<file path="config.mk">
export PLATFORM = sky130hd
export DESIGN_NAME = energy_monitor
export DESIGN_NICKNAME = d
export VERILOG_FILES = /design/src/source/energy_pkg.sv /design/src/source/energy_acc.sv /design/src/source/energy_monitor.sv /design/src/source/field_adder.sv /design/src/source/logic_ctrl.sv /design/src/source/row_counter.sv
export VERILOG_INCLUDE_DIRS = /design/src /design/src/include
export SDC_FILE = /design/constraint.sdc
export NUM_CORES = 1
export LEC_CHECK = 0
export BUFFER_PORTS_ARGS = -buffer_cell sky130_fd_sc_hd__buf_2
export CAP_MARGIN = 25
export CORE_MARGIN = 4
export CORE_UTILIZATION = 52
export DETAILED_ROUTE_END_ITERATION = 10
export PLACE_DENSITY = 0.78
export SETUP_SLACK_MARGIN = 0.05
export SLEW_MARGIN = 20
export SYNTH_ARGS = -nofsm -noshare
export SYNTH_HDL_FRONTEND = slang
export SYNTH_SLANG_ARGS = --single-unit
</file>
<file path="constraint.sdc">
create_clock -name clk_i -period 34.9 [get_ports clk_i]
set_input_delay 0 -clock clk_i [delete_from_list [all_inputs] [get_ports clk_i]]
set_output_delay 0 -clock clk_i [all_outputs]
set_load 0.1 [all_outputs]
</file>
<file path="src/include/energy_cfg.svh">
// sizing macros for the energy monitor
// spin count, weight, field, energy and row count widths

`ifndef ENERGY_CFG_SVH
`define ENERGY_CFG_SVH

// spins per vector, also columns per weight row
`define ENERGY_NUM_SPINS 16

// signed coupling weight
`define ENERGY_WEIGHT_W 8

// one row's local field, weight width plus log2 of the spin count
`define ENERGY_FIELD_W 12

// total energy, field width plus log2 of the row count plus sign margin
`define ENERGY_SUM_W 17

// row count 1..16
`define ENERGY_CNT_W 5

`endif

</file>
<file path="src/source/energy_pkg.sv">
// shared vector and number types of the energy monitor
// spin vector, packed weight row, local field, energy, row count

`include "energy_cfg.svh"

package energy_pkg;

    // one bit per spin, 1 is +1 and 0 is -1
    typedef logic [`ENERGY_NUM_SPINS-1:0] spin_vec_t;

    // all weights of one row, column 0 in the low byte
    typedef logic [`ENERGY_NUM_SPINS*`ENERGY_WEIGHT_W-1:0] weight_row_t;

    // signed sum of one weight row against the spins
    typedef logic signed [`ENERGY_FIELD_W-1:0] field_t;

    // signed quadratic energy term
    typedef logic signed [`ENERGY_SUM_W-1:0] energy_t;

    // row limit or current row index
    typedef logic [`ENERGY_CNT_W-1:0] row_cnt_t;

endpackage

</file>
<file path="src/source/energy_acc.sv">
// energy accumulator of the energy monitor
// signed row contribution, running sum, energy output

`timescale 1ns/1ps

`include "energy_cfg.svh"

module energy_acc (
    input  logic                  clk_i,     // system clock
    input  logic                  rst_n_i,   // sync reset, active low
    input  energy_pkg::field_t    field_i,   // local field of the current row
    input  energy_pkg::spin_vec_t spins_i,   // stored spins
    input  energy_pkg::row_cnt_t  row_idx_i, // current row
    input  logic                  step_i,    // add the contribution
    input  logic                  clear_i,   // frame end or sleep
    output energy_pkg::energy_t   energy_o   // sum incl. current row
);
    localparam int IDX_W = $clog2(`ENERGY_NUM_SPINS);

    energy_pkg::energy_t acc_q;    // rows already added
    energy_pkg::energy_t field_x;  // field widened
    energy_pkg::energy_t contrib;  // s_j times field
    logic                row_spin; // spin of row j

    assign row_spin = spins_i[row_idx_i[IDX_W-1:0]];
    assign field_x  = energy_pkg::energy_t'(field_i); // sign extend
    assign contrib  = row_spin ? field_x : -field_x;

    always_ff @(posedge clk_i) begin
        if (!rst_n_i) begin
            acc_q <= '0;
        end else if (clear_i) begin
            acc_q <= '0;
        end else if (step_i) begin
            acc_q <= acc_q + contrib;
        end
    end

    // last row joins without waiting for a step
    assign energy_o = acc_q + contrib;

endmodule

</file>
<file path="src/source/energy_monitor.sv">
// top level of the Ising energy monitor
// joins the controller FSM, the row counter, the field stage and
// the accumulator behind valid/ready channels

`timescale 1ns/1ps

module energy_monitor (
    input  logic                    clk_i,          // system clock
    input  logic                    rst_n_i,        // sync reset, active low
    input  logic                    en_i,           // block enable
    input  logic                    debug_en_i,     // freeze the FSM

    input  logic                    config_valid_i,
    input  energy_pkg::row_cnt_t    config_rows_i,  // rows per frame, 1..16
    output logic                    config_ready_o,

    input  logic                    spin_valid_i,
    input  energy_pkg::spin_vec_t   spin_i,         // one bit per spin
    output logic                    spin_ready_o,

    input  logic                    weight_valid_i,
    input  energy_pkg::weight_row_t weight_i,       // one row per transfer
    output logic                    weight_ready_o,

    output logic                    energy_valid_o,
    output energy_pkg::energy_t     energy_o,       // raw quadratic term
    input  logic                    energy_ready_i
);
    logic                  cfg_load;     // config handshake
    logic                  spin_load;
    logic                  weight_fire;
    logic                  row_step;
    logic                  frame_done;
    logic                  sleep_clear;
    logic                  clear;        // frame end or sleep entry
    logic                  last_row;
    logic                  cmpt_done;
    energy_pkg::row_cnt_t  row_idx;
    energy_pkg::spin_vec_t spins;
    energy_pkg::field_t    field;

    assign cfg_load = config_valid_i && config_ready_o;
    assign clear    = sleep_clear || frame_done;

    logic_ctrl u_ctrl (
        .clk_i           (clk_i),
        .rst_n_i         (rst_n_i),
        .en_i            (en_i),
        .debug_en_i      (debug_en_i),
        .config_valid_i  (config_valid_i),
        .config_ready_o  (config_ready_o),
        .spin_valid_i    (spin_valid_i),
        .spin_ready_o    (spin_ready_o),
        .weight_valid_i  (weight_valid_i),
        .weight_ready_o  (weight_ready_o),
        .energy_valid_o  (energy_valid_o),
        .energy_ready_i  (energy_ready_i),
        .counter_ready_i (last_row),
        .cmpt_done_i     (cmpt_done),
        .spin_load_o     (spin_load),
        .weight_fire_o   (weight_fire),
        .row_step_o      (row_step),
        .frame_done_o    (frame_done),
        .clear_o         (sleep_clear)
    );

    row_counter u_rows (
        .clk_i      (clk_i),
        .rst_n_i    (rst_n_i),
        .cfg_load_i (cfg_load),
        .cfg_rows_i (config_rows_i),
        .step_i     (row_step),
        .clear_i    (clear),
        .row_idx_o  (row_idx),
        .last_row_o (last_row)
    );

    field_adder u_field (
        .clk_i         (clk_i),
        .rst_n_i       (rst_n_i),
        .spin_load_i   (spin_load),
        .spin_i        (spin_i),
        .weight_fire_i (weight_fire),
        .weight_i      (weight_i),
        .clear_i       (clear),
        .spins_o       (spins),
        .field_o       (field),
        .done_o        (cmpt_done)
    );

    energy_acc u_acc (
        .clk_i     (clk_i),
        .rst_n_i   (rst_n_i),
        .field_i   (field),
        .spins_i   (spins),
        .row_idx_i (row_idx),
        .step_i    (row_step),
        .clear_i   (clear),
        .energy_o  (energy_o)
    );

endmodule

</file>
<file path="src/source/field_adder.sv">
// local field stage of the energy monitor
// spin vector register, signed sum of one weight row against the spins,
// done flag toward the FSM

`timescale 1ns/1ps

`include "energy_cfg.svh"

module field_adder (
    input  logic                    clk_i,         // system clock
    input  logic                    rst_n_i,       // sync reset, active low
    input  logic                    spin_load_i,   // spin handshake
    input  energy_pkg::spin_vec_t   spin_i,        // incoming spins
    input  logic                    weight_fire_i, // weight handshake
    input  energy_pkg::weight_row_t weight_i,      // incoming weight row
    input  logic                    clear_i,       // frame end or sleep
    output energy_pkg::spin_vec_t   spins_o,       // stored spins
    output energy_pkg::field_t      field_o,       // registered local field
    output logic                    done_o         // field holds a valid row
);
    localparam int NUM_SPINS = `ENERGY_NUM_SPINS;
    localparam int WEIGHT_W  = `ENERGY_WEIGHT_W;

    energy_pkg::spin_vec_t spins_q;  // spin payload
    energy_pkg::field_t    field_q;
    logic                  done_q;

    logic signed [WEIGHT_W-1:0] weight_col;  // one column weight
    energy_pkg::field_t         term;        // sign extended weight
    energy_pkg::field_t         field_sum;   // combinational field

    // sum of +w or -w per column, sign taken from the spin bit
    always_comb begin
        field_sum = '0;
        weight_col = '0;
        term = '0;
        for (int i = 0; i < NUM_SPINS; i++) begin
            weight_col = weight_i[i*WEIGHT_W +: WEIGHT_W];
            term       = energy_pkg::field_t'(weight_col); // sign extend
            if (spins_q[i]) begin
                field_sum = field_sum + term;
            end else begin
                field_sum = field_sum - term;  // spin -1
            end
        end
    end

    // payload, loaded only on the spin handshake
    always_ff @(posedge clk_i) begin
        if (spin_load_i) begin
            spins_q <= spin_i;
        end
    end

    always_ff @(posedge clk_i) begin
        if (!rst_n_i) begin
            field_q <= '0;
            done_q  <= 1'b0;
        end else if (clear_i) begin
            field_q <= '0;
            done_q  <= 1'b0;
        end else if (spin_load_i) begin
            done_q  <= 1'b0;      // new frame, no row yet
        end else if (weight_fire_i) begin
            field_q <= field_sum;
            done_q  <= 1'b1;      // stays up across rows
        end
    end

    assign spins_o = spins_q;
    assign field_o = field_q;
    assign done_o  = done_q;

endmodule

</file>
<file path="src/source/logic_ctrl.sv">
// controller FSM of the energy monitor
// sleep, idle, load and compute states, handshake readies and valid,
// strobes for the counter and the data path

`timescale 1ns/1ps

module logic_ctrl (
    input  logic clk_i,           // system clock
    input  logic rst_n_i,         // sync reset, active low
    input  logic en_i,            // block enable
    input  logic debug_en_i,      // freeze the FSM

    input  logic config_valid_i,  // row count offered
    output logic config_ready_o,  // row count accepted
    input  logic spin_valid_i,    // spin vector offered
    output logic spin_ready_o,    // spin vector accepted
    input  logic weight_valid_i,  // weight row offered
    output logic weight_ready_o,  // weight row accepted
    output logic energy_valid_o,  // energy result offered
    input  logic energy_ready_i,  // energy result taken

    input  logic counter_ready_i, // current row is the last
    input  logic cmpt_done_i,     // local field registered

    output logic spin_load_o,     // spin handshake
    output logic weight_fire_o,   // weight handshake
    output logic row_step_o,      // next row, add contribution
    output logic frame_done_o,    // energy handshake, frame over
    output logic clear_o          // entry to sleep
);
    typedef enum logic [1:0] {
        SLEEP   = 2'b00,
        IDLE    = 2'b01,
        LOAD    = 2'b10,
        COMPUTE = 2'b11
    } state_t;

    state_t state_q, state_d;
    logic   active;  // enabled and not frozen

    assign active = en_i && !debug_en_i;

    assign config_ready_o = (state_q == IDLE) && active;
    assign spin_ready_o   = (state_q == IDLE) && active; // same window as config
    assign weight_ready_o = (state_q == LOAD) && active;
    assign energy_valid_o = (state_q == COMPUTE) && active && cmpt_done_i && counter_ready_i;

    assign spin_load_o   = spin_valid_i && spin_ready_o;
    assign weight_fire_o = weight_valid_i && weight_ready_o;
    assign row_step_o    = (state_q == COMPUTE) && active && cmpt_done_i && !counter_ready_i;
    assign frame_done_o  = energy_valid_o && energy_ready_i;
    assign clear_o       = (state_q != SLEEP) && !en_i; // leaving for sleep

    always_ff @(posedge clk_i) begin
        if (!rst_n_i) begin
            state_q <= SLEEP;
        end else begin
            state_q <= state_d;
        end
    end

    always_comb begin
        state_d = state_q; // hold by default, also while frozen
        if (!en_i) begin
            state_d = SLEEP;
        end else if (state_q == SLEEP) begin
            state_d = IDLE;
        end else if (!debug_en_i) begin
            case (state_q)
                IDLE: begin
                    if (spin_load_o) begin
                        state_d = LOAD;
                    end
                end
                LOAD: begin
                    if (weight_fire_o) begin
                        state_d = COMPUTE;
                    end
                end
                COMPUTE: begin
                    case ({energy_ready_i, counter_ready_i, cmpt_done_i})
                        3'b001, 3'b101: state_d = LOAD;    // more rows follow
                        3'b111:         state_d = IDLE;    // result taken
                        3'b011:         state_d = COMPUTE; // result held for the sink
                        default:        state_d = COMPUTE; // field not ready yet
                    endcase
                end
                default: begin
                    state_d = SLEEP;
                end
            endcase
        end
    end

endmodule

</file>
<file path="src/source/row_counter.sv">
// row counter of the energy monitor
// stored row limit, current row index, last row flag

`timescale 1ns/1ps

`include "energy_cfg.svh"

module row_counter (
    input  logic                 clk_i,      // system clock
    input  logic                 rst_n_i,    // sync reset, active low
    input  logic                 cfg_load_i, // config handshake
    input  energy_pkg::row_cnt_t cfg_rows_i, // requested row count
    input  logic                 step_i,     // advance one row
    input  logic                 clear_i,    // back to row 0
    output energy_pkg::row_cnt_t row_idx_o,  // row being processed
    output logic                 last_row_o  // index is the final row
);
    localparam energy_pkg::row_cnt_t MAX_ROWS = energy_pkg::row_cnt_t'(`ENERGY_NUM_SPINS);
    localparam energy_pkg::row_cnt_t ONE_ROW  = energy_pkg::row_cnt_t'(1);

    energy_pkg::row_cnt_t rows_q;    // row limit
    energy_pkg::row_cnt_t idx_q;     // current row
    energy_pkg::row_cnt_t rows_lim;  // clamped request

    // keep the limit inside 1..16
    always_comb begin
        rows_lim = cfg_rows_i;
        if (cfg_rows_i == '0) begin
            rows_lim = ONE_ROW;
        end else if (cfg_rows_i > MAX_ROWS) begin
            rows_lim = MAX_ROWS;
        end
    end

    always_ff @(posedge clk_i) begin
        if (!rst_n_i) begin
            rows_q <= ONE_ROW; // single row until configured
            idx_q  <= '0;
        end else begin
            if (cfg_load_i) begin
                rows_q <= rows_lim;
            end
            if (clear_i) begin
                idx_q <= '0;   // clear wins over step
            end else if (step_i) begin
                idx_q <= idx_q + ONE_ROW;
            end
        end
    end

    assign row_idx_o  = idx_q;
    assign last_row_o = (idx_q == rows_q - ONE_ROW);

endmodule
</file>
# [Word level (Yosys, flattened, before mapping)]
# Index checks and enable logic that the tools add are counted.
[totals] wordCells=115 out_inout_bits=21 input_bits=157 regBits=58
[op_classes] reduce_logical=27 eq_ne=12 n_bitwise=4 n_lt_le_gt_ge=2 n_addsub=35 muxes=27
[op_table] op="$mux W12" count=16
[op_table] op="$add A12 B8 Y12" count=15
[op_table] op="$sub A12 B8 Y12" count=15
[op_table] op="$add A17 B17 Y17" count=1
[op_table] op="$mux W17" count=1
[op_table] op="$neg A12 Y17" count=1
[op_table] op="$logic_and A1 B1 Y1" count=12
[op_table] op="$mux W5" count=2
[op_table] op="$sub A1 B8 Y9 const A" count=1
[op_table] op="$eq A3 B3 Y1 const B" count=2
[op_table] op="$pmux W2 S3" count=1
[op_table] op="$reduce_and A3 Y1" count=2
[op_table] op="$reduce_or A3 Y1" count=2
[op_table] op="$add A5 B1 Y5 const B" count=1
[op_table] op="$eq A5 B5 Y1" count=1
[op_table] op="$gt A5 B5 Y1 const B" count=1
[op_table] op="$logic_not A5 Y1" count=1
[op_table] op="$lt A4 B5 Y1 const B" count=1
[op_table] op="$sub A5 B1 Y5 const B" count=1
[op_table] op="$bmux W1 S4" count=1
[op_table] op="$eq A2 B2 Y1 const B" count=2
[op_table] op="$mux W2" count=2
[op_table] op="$ne A2 B1 Y1 const B" count=2
[op_table] op="$not A1 Y1" count=4
[op_table] op="13 further kinds" count=19

# [Logic depth before layout (Yosys ltp)]
[logic_depth] word_depth=32 mapped_depth=65 mapped_depth_nobuf=65

# [Hierarchy]
# From an unflattened synthesis, not the netlist that was laid out.
[unflattened] cells_unflattened=1696 hier_area_um2=13048.8
[by_module_without_submodules] mod="field_adder" seq_area_each_um2=740.7 cells_each=1367 instances=1 area_per_inst_um2=10331.2
[by_module_without_submodules] mod="energy_acc" seq_area_each_um2=340.3 cells_each=244 instances=1 area_per_inst_um2=1975.6
[by_module_without_submodules] mod="row_counter" seq_area_each_um2=200.2 cells_each=57 instances=1 area_per_inst_um2=529.3
[by_module_without_submodules] mod="logic_ctrl" seq_area_each_um2=40.0 cells_each=26 instances=1 area_per_inst_um2=200.2
[by_module_without_submodules] mod="energy_monitor" seq_area_each_um2=0.0 cells_each=2 instances=1 area_per_inst_um2=12.5

# [Least setup slack after synthesis]
# No wires, ideal clock.
[synth_path] path_kind="register -> register" startpoint="register u_field.spins_q[1], in the netlist u_field.spins_o[1]" endpoint="register u_field.field_q[11], in the netlist u_field.field_o[11]" period_less_slack_ns=11.746 path_slack_ns=23.154 arrival_ns=11.666 setup_time_ns=0.079 required_ns=34.821 path_stages_with_launch=53 n_path_buf=1 path_cell_list="edfxtp_1 > buf_2 > mux2_2 > fa_1 > fa_1 > fa_1 > fa_1 > fa_1 > ha_1 > a21o_1 > a21oi_1 > xnor2_1 > ha_1 > nand2_1 > o21ai_1 > nor2b_1 > ha_1 > nand2_1 > (+17 left out) > nor2_1 > nor2_1 > nor2_1 > xnor2_1 > ha_1 > or3_1 > a311oi_1 > o31ai_1 > xor2_1 > ha_1 > or3_1 > o211ai_1 > o21ai_2 > xnor3_1 > xor2_1 > xnor3_1 > xnor3_1 > a211oi_2"
[synth_between] elab_chain_cells=29 word_cells_on_any_way=43 classes_between="add/sub (28); mux (15)"
[synth_rtl] element="from (decl)" line_no="field_adder.sv:24" text="energy_pkg::spin_vec_t spins_q;"
[synth_rtl] element="from (signal assigned)" line_no="field_adder.sv:51" text="spins_q <= spin_i;"
[synth_rtl] element="$mux W12 *" line_no="field_adder.sv:40" text="if (spins_q[i]) begin"
[synth_rtl] element="$sub A12 B8 Y12 / $add A12 B8 Y12 (equally long branches)" line_no="field_adder.sv:43, field_adder.sv:41"
[synth_rtl] element="$mux W12 *" line_no="field_adder.sv:40"
[synth_rtl] element="$sub A12 B8 Y12 / $add A12 B8 Y12 (equally long branches)" line_no="field_adder.sv:43, field_adder.sv:41"
[synth_rtl] element="$mux W12 *" line_no="field_adder.sv:40"
[synth_rtl] element="$sub A12 B8 Y12 / $add A12 B8 Y12 (equally long branches)" line_no="field_adder.sv:43, field_adder.sv:41"
[synth_rtl] element="$mux W12 *" line_no="field_adder.sv:40"
[synth_rtl] element="$sub A12 B8 Y12 / $add A12 B8 Y12 (equally long branches)" line_no="field_adder.sv:43, field_adder.sv:41"
[synth_rtl] element="(+13 left out)"
[synth_rtl] element="$sub A12 B8 Y12 / $add A12 B8 Y12 (equally long branches)" line_no="field_adder.sv:43, field_adder.sv:41"
[synth_rtl] element="$mux W12 *" line_no="field_adder.sv:40"
[synth_rtl] element="$sub A12 B8 Y12 / $add A12 B8 Y12 (equally long branches)" line_no="field_adder.sv:43, field_adder.sv:41"
[synth_rtl] element="$mux W12 *" line_no="field_adder.sv:40"
[synth_rtl] element="$sub A12 B8 Y12 / $add A12 B8 Y12 (equally long branches)" line_no="field_adder.sv:43, field_adder.sv:41"
[synth_rtl] element="$mux W12 *" line_no="field_adder.sv:40"
[synth_rtl] element="$sub A12 B8 Y12 / $add A12 B8 Y12 (equally long branches)" line_no="field_adder.sv:43, field_adder.sv:41"
[synth_rtl] element="$mux W12 *" line_no="field_adder.sv:40"
[synth_rtl] element="to (signal assigned)" line_no="field_adder.sv:65" text="field_q <= field_sum;"
[synth_rtl] element="to (decl)" line_no="field_adder.sv:25" text="energy_pkg::field_t field_q;"
# Every way passes the cells marked *; elsewhere a longest branch is shown, timed or not.
# A chain may end at the register's enable or synchronous reset.

# [Worst setup path after layout]
# Same ends and word-level chain as after synthesis.

==> results.py <==
metrics = {
    "setup_path": {
        "cp_slowest_cell": "fa_1",
        "critPathMaxStageDelay_ps": 610,
        "path_class": "register to register",
        "cp-start-kind": "register",
        "critPathRequiredTime_ps": 35150,
        "critical_path_arrival_ps": 13410,
        "r2r_cells": 57,
        "cpMostUsedCell": "ha_1",
        "cp-end-kind": "register",
        "critPathMaxFanout": 11,
        "ff2ff_setup_slack_ps": 21740,
    },
    "drt": {
        "wirelength_um": 31500,
        "drc_errors": 0,
        "drt-met1-wl_um": 14400,
        "first_pass_iters": 7,
        "detail_route.iter0.violations": 563,
        "wl_per_cell_um": 14.4,
        "antenna_left": 0,
        "vias_per_cell": 5.52,
        "met2_length_um": 15300,
        "topRoutingLayerUsed": "met5",
        "wl_met3_um": 1170,
        "vias": 12100,
    },
    "status": {
        "status": "finished clean",
    },
    "global_route": {
        "track_usage_pct": 22.4,
        "grt_start_max_net_pins": 23,
        "antenna_found_initial": 2,
        "grt_pass1_wl_um": 51000,
        "grt_overflow": 0,
        "grt_pass1_vias": 11500,
    },
    "synthesis": {
        "yosysWarningCount": 0,
        "synth_edf_count": 16,
        "synthDistinctLibCells": 75,
        "seq_area_frac_synth_pct": 10.3,
        "avgSynthCellArea_um2": 7.62,
        "synth_fp_nets": 2049,
        "ys_seq_elements": 58,
        "synth_cells": 1676,
        "synthArstFlopShare_pct": 0,
        "synth_flop_cell": "dfxtp_1",
        "syn-cell-area_mm2": 0.0128,
    },
    "clocking": {
        "clk_latency_ps": 330,
        "cts_setup_buffers": 0,
        "hold_buffers": 22,
        "cts.htree.levels": 3,
        "cts_buffers": 9,
        "cts.repair.resized": 0,
        "cts_sinks": 58,
        "tritoncts": "done",
        "clockBufferDepth": 2,
        "clkTransAtPathRegs_ps": 60,
        "root_buffer": "clkbuf_16",
    },
    "floorplanning": {
        "die_area_mm2": 0.0271,
        "die_h_um": 165,
        "placementRows": 57,
        "initial_core_util_pct": 52.7,
        "num_io_pins": 178,
        "die_w_um": 165,
        "fp.coreArea_mm2": 0.0242,
    },
    "timing": {
        "relSlewSlack_pct": 35.1,
        "max_freq_ghz": 0.0760,
        "tightest_slew_ps": 972,
        "fin_crit_sh_pct": 37.7,
        "clock_skew_ps": 9.14,
        "min_period_ps": 13160,
        "hold_violations": 0,
        "tns_ps": 0,
        "slew_violations": 0,
        "setup_viol": 0,
        "rsz0062_at_grt": "false",
    },
    "placed_design": {
        "dp_hpwl_um": 26300,
        "gp_congestion": 0.874,
        "io_buffers": 177,
    },
    "layout": {
        "fin_util_pct": 59.7,
        "area_growth_pct": 13.4,
        "drive_above_1_share_pct": 13.0,
        "diodes": 0,
        "fillCellCount": 2164,
        "multi_input_area_mm2": 0.0108,
        "layout_commonest_cell": "ha_1",
        "nets": 2232,
        "seq_area_mm2": 0.00132,
        "final_cell_mix": "ha_1 (200), nor2_1 (185), buf_2 (177), xnor2_1 (165), a21oi_1 (158)",
    },
    "worst_hold_path": {
        "hold_class": "input pin to register",
        "worstHoldPathCells": 3,
    },
    "job": {
        "drv_cap": 0,
    },
}
flip-flops by register name (all words and copies together), names as in the netlist:
signal / count
u_field.spins_o: 16
u_field.field_o: 12
u_rows.row_idx_o: 5
u_rows.rows_q: 5
u_acc.acc_q: 17
u_field.done_o: 1
u_ctrl.state_q: 2
layout make-up:
| type | count | area share, % |
|---|---|---|
| Clock buffer | 13 | 1.87 |
| Clock inverter | 3 | 0.302 |
| Inverter | 134 | 3.47 |
| Multi-Input combinational cell | 1454 | 74.6 |
| Sequential cell | 58 | 9.12 |
| Tap cell | 324 | 2.80 |
| Timing Repair Buffer | 202 | 7.79 |
final timing paths:
check | startpoint | to
worst max-delay path | u_field.spins_o[1] | u_field.field_o[11]
worst min-delay path | config_valid_i | u_rows.rows_q[4]
worst max register to register | u_field.spins_o[1] | u_field.field_o[11]
worst min register to register | u_acc.acc_q[0] | u_acc.acc_q[0]
metal layers:
metal	track usage, %	vias up
met4	5.63	4
li1	-	6307
met2	40.4	240
met5	0	-
met3	2.82	52
met1	28.3	5485
kinds of logic (layout without fill, tap and decap cells):
logic type / after synthesis / in the layout / share of synthesized area, %
AO/OA/AOI/OAI: 440 / 440 / 21.3
AND/OR/NAND/NOR: 484 / 484 / 18.0
buffers and inverters: 164 / 352 / 5.02
multiplexers: 25 / 25 / 2.64
adder cells (fa/ha/maj): 216 / 216 / 22.1
XOR/XNOR: 289 / 289 / 20.6
flip-flops: 58 / 58 / 10.3
cell usage after synthesis, types with 28 or more instances:
master | number | area share (%)
xnor2_1 | 165 | 11
o21bai_1 | 28 | 1.6
a21oi_1 | 158 | 6.2
a21o_1 | 30 | 1.8
a31oi_1 | 49 | 2.4
ha_1 | 200 | 20
xor2_1 | 117 | 8.0
o21ai_0 | 73 | 2.9
dfxtp_1 | 42 | 6.6
nand2_1 | 89 | 2.6
nor2_1 | 185 | 5.4
inv_1 | 130 | 3.8
nor3_1 | 61 | 2.4
critical path: cells and delay by family (launching register included):
family / cells / cell delay, ps
AO/OA/AOI/OAI: 16 / 3240
XOR/XNOR: 10 / 2180
adder cells (fa/ha/maj): 15 / 4740
buffers and inverters: 1 / 80
flip-flops: 1 / 560
multiplexers: 1 / 420
AND/OR/NAND/NOR: 14 / 1850
metrics by stage:
step / cells / setup WS [ps] / instance area, µm² / hold WS (ps)
6_report: 2188 / 21740 / 14500 / 10.3
5_1_grt: 2188 / 20830 / 14500 / 19.5
4_1_cts: 2188 / 21880 / 14500 / 1.69
3_5_place_dp: 2150 / 21950 / 13900 / 178
3_3_place_gp: 2150 / 22460 / 13900 / 177
2_1_floorplan: 1676 / 23150 / 12800 / 91.3
Power is left out: the tool's default activity adds up to more than one toggle a clock period on the data nets, which glitch-free logic cannot reach.
